## config.mk

```make
export PLATFORM = sky130hd
export DESIGN_NAME = csa_top
export DESIGN_NICKNAME = d
export VERILOG_FILES = /design/src/csa_pkg.sv /design/src/csa_regs.sv /design/src/csa_in_fetch.sv /design/src/csa_out_collect.sv /design/src/csa_top.sv
export SDC_FILE = /design/constraint.sdc
export NUM_CORES = 2
export LEC_CHECK = 0
export ABC_AREA = 1
export BUFFER_PORTS_ARGS = -buffer_cell sky130_fd_sc_hd__buf_2
export CAP_MARGIN = 5
export CELL_PAD_IN_SITES_DETAIL_PLACEMENT = 2
export CELL_PAD_IN_SITES_GLOBAL_PLACEMENT = 2
export CORE_AREA = 5 5 476 478
export CTS_CLUSTER_DIAMETER = 30
export DETAILED_ROUTE_END_ITERATION = 12
export DIE_AREA = 0 0 481 483
export MAX_ROUTING_LAYER = met4
export PLACE_DENSITY = 0.58
export RECOVER_POWER = 25
export SLEW_MARGIN = 0
export SYNTH_ARGS = -nofsm -noshare
export SYNTH_HDL_FRONTEND = slang
export SYNTH_SLANG_ARGS = --single-unit
```

## constraint.sdc

```tcl
create_clock -name axi_mm_clk -period 18.8 [get_ports axi_mm_clk]
set_clock_uncertainty 0.2 [all_clocks]
set_input_delay 2.82 -clock axi_mm_clk [delete_from_list [all_inputs] [get_ports axi_mm_clk]]
set_output_delay 2.82 -clock axi_mm_clk [all_outputs]
set_load 0.005 [all_outputs]
```

## src/csa_pkg.sv

```systemverilog
package csa_pkg;

	localparam int DATA_W = 32; // bus and fifo word.
	localparam int ADDR_W = 10; // register address.

	// job as read from the input fifo; first word lands in the low bits.
	typedef struct packed {
		logic [DATA_W-1:0] times_start;
		logic [DATA_W-1:0] times;
		logic [2*DATA_W-1:0] cipher_in;
		logic [DATA_W-1:0] block;
	} csa_job_t;

	typedef struct packed {
		logic [2*DATA_W-1:0] cipher_out;
		csa_job_t job;
	} csa_result_t;

	typedef enum logic [ADDR_W-1:0] {
		REG_CHANNEL = 10'd0,
		REG_IN_VALID = 10'd1,
		REG_IN_DATA_0 = 10'd2,
		REG_IN_DATA_1 = 10'd3,
		REG_IN_DATA_2 = 10'd4,
		REG_IN_DATA_3 = 10'd5,
		REG_IN_DATA_4 = 10'd6,
		REG_OUT_VALID = 10'd7,
		REG_OUT_DATA_0 = 10'd8,
		REG_OUT_DATA_1 = 10'd9,
		REG_OUT_DATA_2 = 10'd10,
		REG_OUT_DATA_3 = 10'd11,
		REG_OUT_DATA_4 = 10'd12,
		REG_OUT_DATA_5 = 10'd13,
		REG_OUT_DATA_6 = 10'd14,
		REG_DEVICE_IDLE = 10'd15,
		REG_DEVICE_READY = 10'd16,
		REG_RESET = 10'd17
	} reg_addr_e;

	typedef enum logic [1:0] {
		FETCH_IDLE,
		FETCH_READ, // strobes out, words coming back.
		FETCH_SCAN
	} fetch_state_e;

	typedef enum logic {
		COLL_SCAN,
		COLL_SEND
	} collect_state_e;

endpackage

```

## src/csa_regs.sv

```systemverilog
`timescale 1ns/1ps

module csa_regs #(
	parameter int N_UNITS = 4
) (
	input logic axi_mm_clk,
	input logic rst_n,
	input logic wen_i,
	input logic [csa_pkg::ADDR_W-1:0] waddr_i,
	input logic [csa_pkg::DATA_W-1:0] wdata_i,
	input logic ren_i,
	input logic [csa_pkg::ADDR_W-1:0] raddr_i,
	input csa_pkg::csa_job_t in_mirror_i,
	input logic in_valid_i,
	input csa_pkg::csa_result_t out_mirror_i,
	input logic out_valid_i,
	input logic fifo_empty_i,
	input logic downstream_valid_i,
	output logic [csa_pkg::DATA_W-1:0] rdata_o,
	output logic [$clog2(N_UNITS)-1:0] channel_o,
	output logic channel_changed_o,
	output logic user_rst_n_o
);

	localparam int DATA_W = csa_pkg::DATA_W;
	localparam int ADDR_W = csa_pkg::ADDR_W;

	logic [4:0][DATA_W-1:0] in_words;
	logic [6:0][DATA_W-1:0] out_words;
	logic [2:0] in_sel;

	assign in_words = in_mirror_i;
	assign out_words = out_mirror_i;
	assign in_sel = raddr_i[2:0] - 3'd2; // in data sits at 2..6.

	always_ff @(posedge axi_mm_clk) begin
		if (!rst_n) begin
			channel_o <= '0;
			channel_changed_o <= 1'b0;
			user_rst_n_o <= 1'b1;
		end else begin
			channel_changed_o <= 1'b0;
			user_rst_n_o <= 1'b1; // low for one cycle only.
			if (wen_i) begin
				case (waddr_i)
					csa_pkg::REG_CHANNEL: begin
						if (wdata_i < DATA_W'(N_UNITS)) begin
							channel_o <= wdata_i[$clog2(N_UNITS)-1:0];
							channel_changed_o <= 1'b1;
						end
					end
					csa_pkg::REG_RESET: begin
						user_rst_n_o <= wdata_i[0];
					end
					default: begin
					end
				endcase
			end
		end
	end

	always_ff @(posedge axi_mm_clk) begin
		if (!rst_n) begin
			rdata_o <= '0;
		end else if (ren_i) begin
			case (raddr_i)
				csa_pkg::REG_CHANNEL: rdata_o <= DATA_W'(channel_o);
				csa_pkg::REG_IN_VALID: rdata_o <= DATA_W'(in_valid_i);
				csa_pkg::REG_IN_DATA_0, csa_pkg::REG_IN_DATA_1, csa_pkg::REG_IN_DATA_2,
				csa_pkg::REG_IN_DATA_3, csa_pkg::REG_IN_DATA_4: begin
					rdata_o <= in_words[in_sel];
				end
				csa_pkg::REG_OUT_VALID: rdata_o <= DATA_W'(out_valid_i);
				csa_pkg::REG_OUT_DATA_0, csa_pkg::REG_OUT_DATA_1, csa_pkg::REG_OUT_DATA_2,
				csa_pkg::REG_OUT_DATA_3, csa_pkg::REG_OUT_DATA_4, csa_pkg::REG_OUT_DATA_5,
				csa_pkg::REG_OUT_DATA_6: begin
					rdata_o <= out_words[raddr_i[2:0]]; // 8..14 maps to 0..6.
				end
				csa_pkg::REG_DEVICE_IDLE: rdata_o <= DATA_W'(fifo_empty_i);
				csa_pkg::REG_DEVICE_READY: rdata_o <= DATA_W'(downstream_valid_i);
				csa_pkg::REG_RESET: rdata_o <= DATA_W'(user_rst_n_o);
				default: rdata_o <= {16'he000, {(16 - ADDR_W){1'b0}}, raddr_i};
			endcase
		end
	end

endmodule

```

## src/csa_in_fetch.sv

```systemverilog
`timescale 1ns/1ps

module csa_in_fetch #(
	parameter int N_UNITS = 4
) (
	input logic axi_mm_clk,
	input logic rst_n,
	input logic fifo_rdy_i,
	input logic [csa_pkg::DATA_W-1:0] csa_in_rdata_i,
	input logic [N_UNITS-1:0] unit_full_i,
	input logic [$clog2(N_UNITS)-1:0] channel_i,
	input logic channel_changed_i,
	output logic csa_in_ren_o,
	output csa_pkg::csa_job_t unit_job_o,
	output logic [N_UNITS-1:0] unit_wen_o,
	output csa_pkg::csa_job_t in_mirror_o,
	output logic in_valid_o
);

	localparam int UNIT_W = $clog2(N_UNITS);
	localparam int JOB_W = $bits(csa_pkg::csa_job_t);

	csa_pkg::fetch_state_e state_q;
	logic [2:0] cnt_q;
	logic [UNIT_W-1:0] idx_q;
	logic [UNIT_W-1:0] idx_next;
	csa_pkg::csa_job_t job_q;

	assign idx_next = (idx_q == UNIT_W'(N_UNITS - 1)) ? '0 : idx_q + 1'b1;
	assign unit_job_o = job_q;

	// words arrive two cycles after their strobe, shifted in from the top.
	always_ff @(posedge axi_mm_clk) begin
		if (state_q == csa_pkg::FETCH_READ && cnt_q >= 3'd2) begin
			job_q <= csa_pkg::csa_job_t'({csa_in_rdata_i, job_q[JOB_W-1:csa_pkg::DATA_W]});
		end
	end

	always_ff @(posedge axi_mm_clk) begin
		if (!rst_n) begin
			state_q <= csa_pkg::FETCH_IDLE;
			cnt_q <= '0;
			idx_q <= '0;
			csa_in_ren_o <= 1'b0;
			unit_wen_o <= '0;
			in_mirror_o <= '0;
			in_valid_o <= 1'b0;
		end else begin
			csa_in_ren_o <= 1'b0;
			unit_wen_o <= '0;
			if (channel_changed_i) begin
				in_valid_o <= 1'b0;
			end
			case (state_q)
				csa_pkg::FETCH_IDLE: begin
					if (fifo_rdy_i) begin
						csa_in_ren_o <= 1'b1; // first of five.
						cnt_q <= '0;
						state_q <= csa_pkg::FETCH_READ;
					end
				end
				csa_pkg::FETCH_READ: begin
					csa_in_ren_o <= (cnt_q < 3'd4);
					cnt_q <= cnt_q + 3'd1;
					if (cnt_q == 3'd6) begin
						state_q <= csa_pkg::FETCH_SCAN; // last word in this edge.
					end
				end
				csa_pkg::FETCH_SCAN: begin
					idx_q <= idx_next;
					if (!unit_full_i[idx_q]) begin
						unit_wen_o[idx_q] <= 1'b1;
						if (idx_q == channel_i) begin
							in_mirror_o <= job_q;
							in_valid_o <= 1'b1;
						end
						state_q <= csa_pkg::FETCH_IDLE;
					end
				end
				default: begin
					state_q <= csa_pkg::FETCH_IDLE;
				end
			endcase
		end
	end

endmodule

```

## src/csa_out_collect.sv

```systemverilog
`timescale 1ns/1ps

module csa_out_collect #(
	parameter int N_UNITS = 4
) (
	input logic axi_mm_clk,
	input logic rst_n,
	input logic [N_UNITS-1:0] unit_ready_i,
	input csa_pkg::csa_result_t [N_UNITS-1:0] unit_result_i,
	input logic csa_out_full_i,
	input logic [$clog2(N_UNITS)-1:0] channel_i,
	input logic channel_changed_i,
	output logic [N_UNITS-1:0] unit_ren_o,
	output logic csa_out_wen_o,
	output logic [csa_pkg::DATA_W-1:0] csa_out_wdata_o,
	output csa_pkg::csa_result_t out_mirror_o,
	output logic out_valid_o
);

	localparam int UNIT_W = $clog2(N_UNITS);

	csa_pkg::collect_state_e state_q;
	logic [2:0] cnt_q;
	logic [UNIT_W-1:0] idx_q;
	logic [UNIT_W-1:0] idx_next;
	logic hit;
	csa_pkg::csa_result_t result_q;
	logic [6:0][csa_pkg::DATA_W-1:0] words;

	assign idx_next = (idx_q == UNIT_W'(N_UNITS - 1)) ? '0 : idx_q + 1'b1;
	assign hit = (state_q == csa_pkg::COLL_SCAN) && unit_ready_i[idx_q];

	// word order follows the struct layout, block first.
	assign words = result_q;
	assign csa_out_wdata_o = words[cnt_q];
	assign csa_out_wen_o = (state_q == csa_pkg::COLL_SEND) && !csa_out_full_i;

	always_ff @(posedge axi_mm_clk) begin
		if (hit) begin
			result_q <= unit_result_i[idx_q];
		end
	end

	always_ff @(posedge axi_mm_clk) begin
		if (!rst_n) begin
			state_q <= csa_pkg::COLL_SCAN;
			cnt_q <= '0;
			idx_q <= '0;
			unit_ren_o <= '0;
			out_mirror_o <= '0;
			out_valid_o <= 1'b0;
		end else begin
			unit_ren_o <= '0;
			if (channel_changed_i) begin
				out_valid_o <= 1'b0;
			end
			case (state_q)
				csa_pkg::COLL_SCAN: begin
					idx_q <= idx_next; // next unit either way.
					if (hit) begin
						unit_ren_o[idx_q] <= 1'b1; // pop, result latched now.
						cnt_q <= '0;
						if (idx_q == channel_i) begin
							out_mirror_o <= unit_result_i[idx_q];
							out_valid_o <= 1'b1;
						end
						state_q <= csa_pkg::COLL_SEND;
					end
				end
				csa_pkg::COLL_SEND: begin
					if (csa_out_wen_o) begin
						cnt_q <= cnt_q + 3'd1;
						if (cnt_q == 3'd6) begin
							state_q <= csa_pkg::COLL_SCAN;
						end
					end
				end
				default: begin
					state_q <= csa_pkg::COLL_SCAN;
				end
			endcase
		end
	end

endmodule

```

## src/csa_top.sv

```systemverilog
`timescale 1ns/1ps

module csa_top #(
	parameter int N_UNITS = 4
) (
	input logic axi_mm_clk,
	input logic rst_n,
	output logic user_rst_n_o,
	input logic wen_i,
	input logic [csa_pkg::ADDR_W-1:0] waddr_i,
	input logic [csa_pkg::DATA_W-1:0] wdata_i,
	input logic ren_i,
	input logic [csa_pkg::ADDR_W-1:0] raddr_i,
	output logic [csa_pkg::DATA_W-1:0] rdata_o,
	input logic fifo_rdy_i,
	input logic fifo_empty_i,
	output logic csa_in_ren_o,
	input logic [csa_pkg::DATA_W-1:0] csa_in_rdata_i,
	input logic [N_UNITS-1:0] unit_full_i,
	output logic [N_UNITS-1:0] unit_wen_o,
	output csa_pkg::csa_job_t unit_job_o,
	input logic [N_UNITS-1:0] unit_ready_i,
	output logic [N_UNITS-1:0] unit_ren_o,
	input csa_pkg::csa_result_t [N_UNITS-1:0] unit_result_i,
	input logic downstream_valid_i,
	input logic csa_out_full_i,
	output logic csa_out_wen_o,
	output logic [csa_pkg::DATA_W-1:0] csa_out_wdata_o
);

	logic [$clog2(N_UNITS)-1:0] channel;
	logic channel_changed;
	csa_pkg::csa_job_t in_mirror;
	logic in_valid;
	csa_pkg::csa_result_t out_mirror;
	logic out_valid;

	csa_regs #(.N_UNITS(N_UNITS)) u_regs (
		.axi_mm_clk(axi_mm_clk),
		.rst_n(rst_n),
		.wen_i(wen_i),
		.waddr_i(waddr_i),
		.wdata_i(wdata_i),
		.ren_i(ren_i),
		.raddr_i(raddr_i),
		.in_mirror_i(in_mirror),
		.in_valid_i(in_valid),
		.out_mirror_i(out_mirror),
		.out_valid_i(out_valid),
		.fifo_empty_i(fifo_empty_i),
		.downstream_valid_i(downstream_valid_i),
		.rdata_o(rdata_o),
		.channel_o(channel),
		.channel_changed_o(channel_changed),
		.user_rst_n_o(user_rst_n_o)
	);

	csa_in_fetch #(.N_UNITS(N_UNITS)) u_in_fetch (
		.axi_mm_clk(axi_mm_clk),
		.rst_n(rst_n),
		.fifo_rdy_i(fifo_rdy_i),
		.csa_in_rdata_i(csa_in_rdata_i),
		.unit_full_i(unit_full_i),
		.channel_i(channel),
		.channel_changed_i(channel_changed),
		.csa_in_ren_o(csa_in_ren_o),
		.unit_job_o(unit_job_o),
		.unit_wen_o(unit_wen_o),
		.in_mirror_o(in_mirror),
		.in_valid_o(in_valid)
	);

	csa_out_collect #(.N_UNITS(N_UNITS)) u_out_collect (
		.axi_mm_clk(axi_mm_clk),
		.rst_n(rst_n),
		.unit_ready_i(unit_ready_i),
		.unit_result_i(unit_result_i),
		.csa_out_full_i(csa_out_full_i),
		.channel_i(channel),
		.channel_changed_i(channel_changed),
		.unit_ren_o(unit_ren_o),
		.csa_out_wen_o(csa_out_wen_o),
		.csa_out_wdata_o(csa_out_wdata_o),
		.out_mirror_o(out_mirror),
		.out_valid_o(out_valid)
	);

endmodule

```

==> metrics.md <==
| Metric | Value |
|---|---|
| Pre-CTS setup slack | `11580 ps` |
| Req. time, crit path | `19270 ps` |
| Crit path max fanout | `70` |
| Max IR drop VDD | `0.00009513 V` |
| Final setup margin | `8464 ps` |
| CTS H-tree depth | `4` |
| Post-Syn Area per Cell | `8.315 um2` |
| CTS tree | `built` |
| Vias per cell | `4.661` |
| Initial DRC Count | `2562` |
| Die width | `481 um` |
| CP arrival | `10800 ps` |
| Vias in the first global route | `45140` |
| Met1 usage | `27.70%` |
| Clk Latency, worst-skew pair | `850 ps` |
| Final ANT Viol Nets | `0` |
| Final setup fails | `0` |
| Post-CTS sizing | `0` |
| CORE AREA | `221400 um2` |
| Clock Sink Count | `828` |
| Ports | `1231` |
| Mapped Cells | `4703` |
| Failing checks | `capacitance limit, slew limit` |
| Synth top area share | `29.49%` |
| Die Height | `483 um` |
| CTS Buf Count | `238` |
| Crit. End Element | `flip-flop` |
| Die outline area | `232300 um2` |
| Wirelength per Cell | `30.23 um` |
| Clock power share | `49.4%` |
| Syn-to-layout area delta | `45.53%` |
| Class of the worst hold path | `reg -> reg` |
| Achievable frequency | `96.75 MHz` |
| Total GRT Usage | `23.19%` |
| Tcrit/Tclk final | `54.98%` |
| Cell area power density | `153.4 nW/um2` |
| Seq cells post-synth | `828` |
| P_leak | `21.93 nW` |
| Final critical path time including I/O delays and setup | `10340 ps` |
| Longest Clk Path Bufs | `3` |
| Num rows | `173` |
| Worst-margin pin slew | `9539 ps` |
| Relative slew margins | `-535.9%` |
| Worst setup SP type | `flip-flop` |
| Multi-input logic area | `15930 um2` |
| First-pass GRT wire length | `370400 um` |
| Power share of the combinational group | `23.1%` |
| Gr ovfl total | `0` |
| Register area share after synthesis | `52.21%` |
| Initial antenna violation count | `111` |
| Status | `finished, violations left` |
| Vias | `42500` |
| Register area | `20430 um2` |
| Total routed wirelength | `275600 um` |
| Synth cell types | `38` |
| Starting Density | `17.66%` |
| Proportion of layout cells with a drive suffix above 1 | `29.93%` |
| Internal | `0.005745 W` |
| Layout Nets | `6830` |
| Hold-fix buffers, CTS | `0` |
| Worst-path clk slew | `40 ps` |
| Top cells by area, synth | `edfxtp_1, dfxtp_1, o21ai_0, nor2_1, o22ai_1` |
| Overall Power | `0.008730 W` |
| Leading area contributor after synthesis | `edfxtp_1` |
| Port Buf Inserts | `1230` |
| Post-DP HPWL | `210800 um` |
| Grt met2 use | `39.06%` |
| RSZ-0062 raised after global routing | `false` |
| Worst setup path class | `reg -> reg` |
| Final hold vios | `0` |
| Util after Layout | `25.70%` |
| Register share of total power | `27.5%` |
| DRC Markers | `0` |
| Router iterations before antenna repair | `5` |
| Synth Warn # | `0` |
| Root Buffer | `clkbuf_16` |
| TNS Setup | `0 ps` |
| Post-CTS Setup Repair Bufs | `0` |
| Largest net degree at the start of global routing | `181` |
| Synth Cell Area | `39110 um2` |
| Max-slew violation count | `493` |
| Gpl congestion | `0.9052` |
| Fillers | `25510` |
| Top Usage Layer GRT | `met2` |
| Synthesized net count | `5711` |
| Max-cap viol count | `6` |
| Switching Share | `34.19%` |
| Met3 Use GR | `5.015%` |
| Sw Pwr | `0.002985 W` |
-- cell usage in the layout (no fill, tap or decap), types with 12 or more instances in the layout --
cell	Yosys	layout
buf_2	83	1228
nor2_1	796	793
o21ai_0	777	776
dfxtp_1	444	440
edfxtp_1	384	384
nand2_1	376	373
a21oi_1	368	368
o22ai_1	320	320
inv_1	288	284
clkbuf_16	0	242
nand4_1	181	181
nand3_1	114	114
diode_2	0	102
buf_4	13	66
clkinv_2	0	59
a211oi_2	56	56
bufinv_16	0	43
clkinvlp_4	0	38
a31oi_1	37	37
clkbuf_1	316	33
o32ai_1	32	32
o211ai_1	28	28
clkbuf_8	0	18
ha_1	12	12
-- power by group through the flow --
stage / Clock [W] / Combinational [W] / Sequential (W)
after floorplan: 0 / 0.000980 / 0.00237
after global placement: 0 / 0.00203 / 0.00241
after detailed placement: 0 / 0.00206 / 0.00242
after CTS: 0.00437 / 0.00207 / 0.00240
after global routing: 0.00449 / 0.00216 / 0.00242
final: 0.00432 / 0.00201 / 0.00240
-- final timing paths --
path	start	endpoint	slack, ps	cells past startpoint
max	u_out_collect.idx_q[0]	u_out_collect.out_mirror_o[9]	8460	9
min	u_in_fetch.in_mirror_o[84]	u_in_fetch.in_mirror_o[84]	240	2
max reg2reg	u_out_collect.idx_q[0]	u_out_collect.out_mirror_o[9]	8460	9
min reg2reg	u_in_fetch.in_mirror_o[84]	u_in_fetch.in_mirror_o[84]	240	2
-- stage by stage --
step / std cells / hold WS (ps) / instance area [um2]
3_3_place_gp: 8557 / 232.4 / 48020
2_1_floorplan: 4703 / 220.5 / 39110
4_1_cts: 9015 / 247.8 / 56700
3_5_place_dp: 8557 / 238.8 / 48020
6_report: 9117 / 245.0 / 56910
5_1_grt: 9099 / 267.2 / 56870
-- worst max-delay path: stages (launching register included) --
cell and delay (ps):
dfxtp_1 1150, clkbuf_1 2250, clkinvlp_2 3080, buf_4 950, buf_4 430, buf_4 430
o21ai_0 820, o22ai_1 410, nand4_1 200, a21oi_1 90
-- layer usage --
layer / share of wire, % / wire length [um]
met4: 2.8 / 7703
met1: 42 / 115200
met3: 6.1 / 16910
met2: 49 / 135800
met5: 0 / 0
-- synth_stat cells, drive strengths merged --
library cell and n:
o21ai 783, o22a 1, nor2 799, inv 292, edfxtp 384, nand3b 1, clkinv 1, nor4 9
a31oi 37, or2 5, a211oi 67, nand2 376, nand4 181, dfxtp 444, buf 110, nor3b 1
o32ai 32, o211ai 28, a21oi 368, ha 12, xnor2 4, clkbuf 316, o31ai 1, and3 1
nand3 115, o22ai 320, nor3 6, a21boi 1, o2111ai 8
-- registers in the layout (all words and copies together) (netlist names), 2 cells and up --
name                        count
u_in_fetch.idx_q                2
u_in_fetch.cnt_q                3
u_out_collect.out_mirror_o    224
u_out_collect.result_q        224
u_in_fetch.unit_wen_o           4
u_out_collect.unit_ren_o        4
u_in_fetch.state_q              2
u_regs.channel_o                2
u_out_collect.idx_q             2
u_out_collect.cnt_q             3
u_in_fetch.unit_job_o         160
u_in_fetch.in_mirror_o        160
u_regs.rdata_o                 32
-- cells by family (layout without fill, tap and decap cells) --
family	count (synthesis)	after routing	synth area share, %
AND/OR/NAND/NOR	1494	1494	16.04
other	0	102	0
buffers and inverters	719	2056	7.291
AO/OA/AOI/OAI	1646	1646	23.94
XOR/XNOR	4	4	0.1280
flip-flops	828	828	52.21
adder cells (fa/ha/maj)	12	12	0.3839
-- final cells by class --
class | instances | share of cell area (%)
repair buffers | 1305 | 11.87
multi-input cells | 3156 | 27.99
clock inverters | 171 | 4.006
inverters | 293 | 1.983
diodes | 102 | 0.4485
flip-flops and latches | 828 | 35.90
clock buffers | 287 | 11.25
well taps | 2975 | 6.540
No activity file was read; power rests on OpenSTA's default activity.
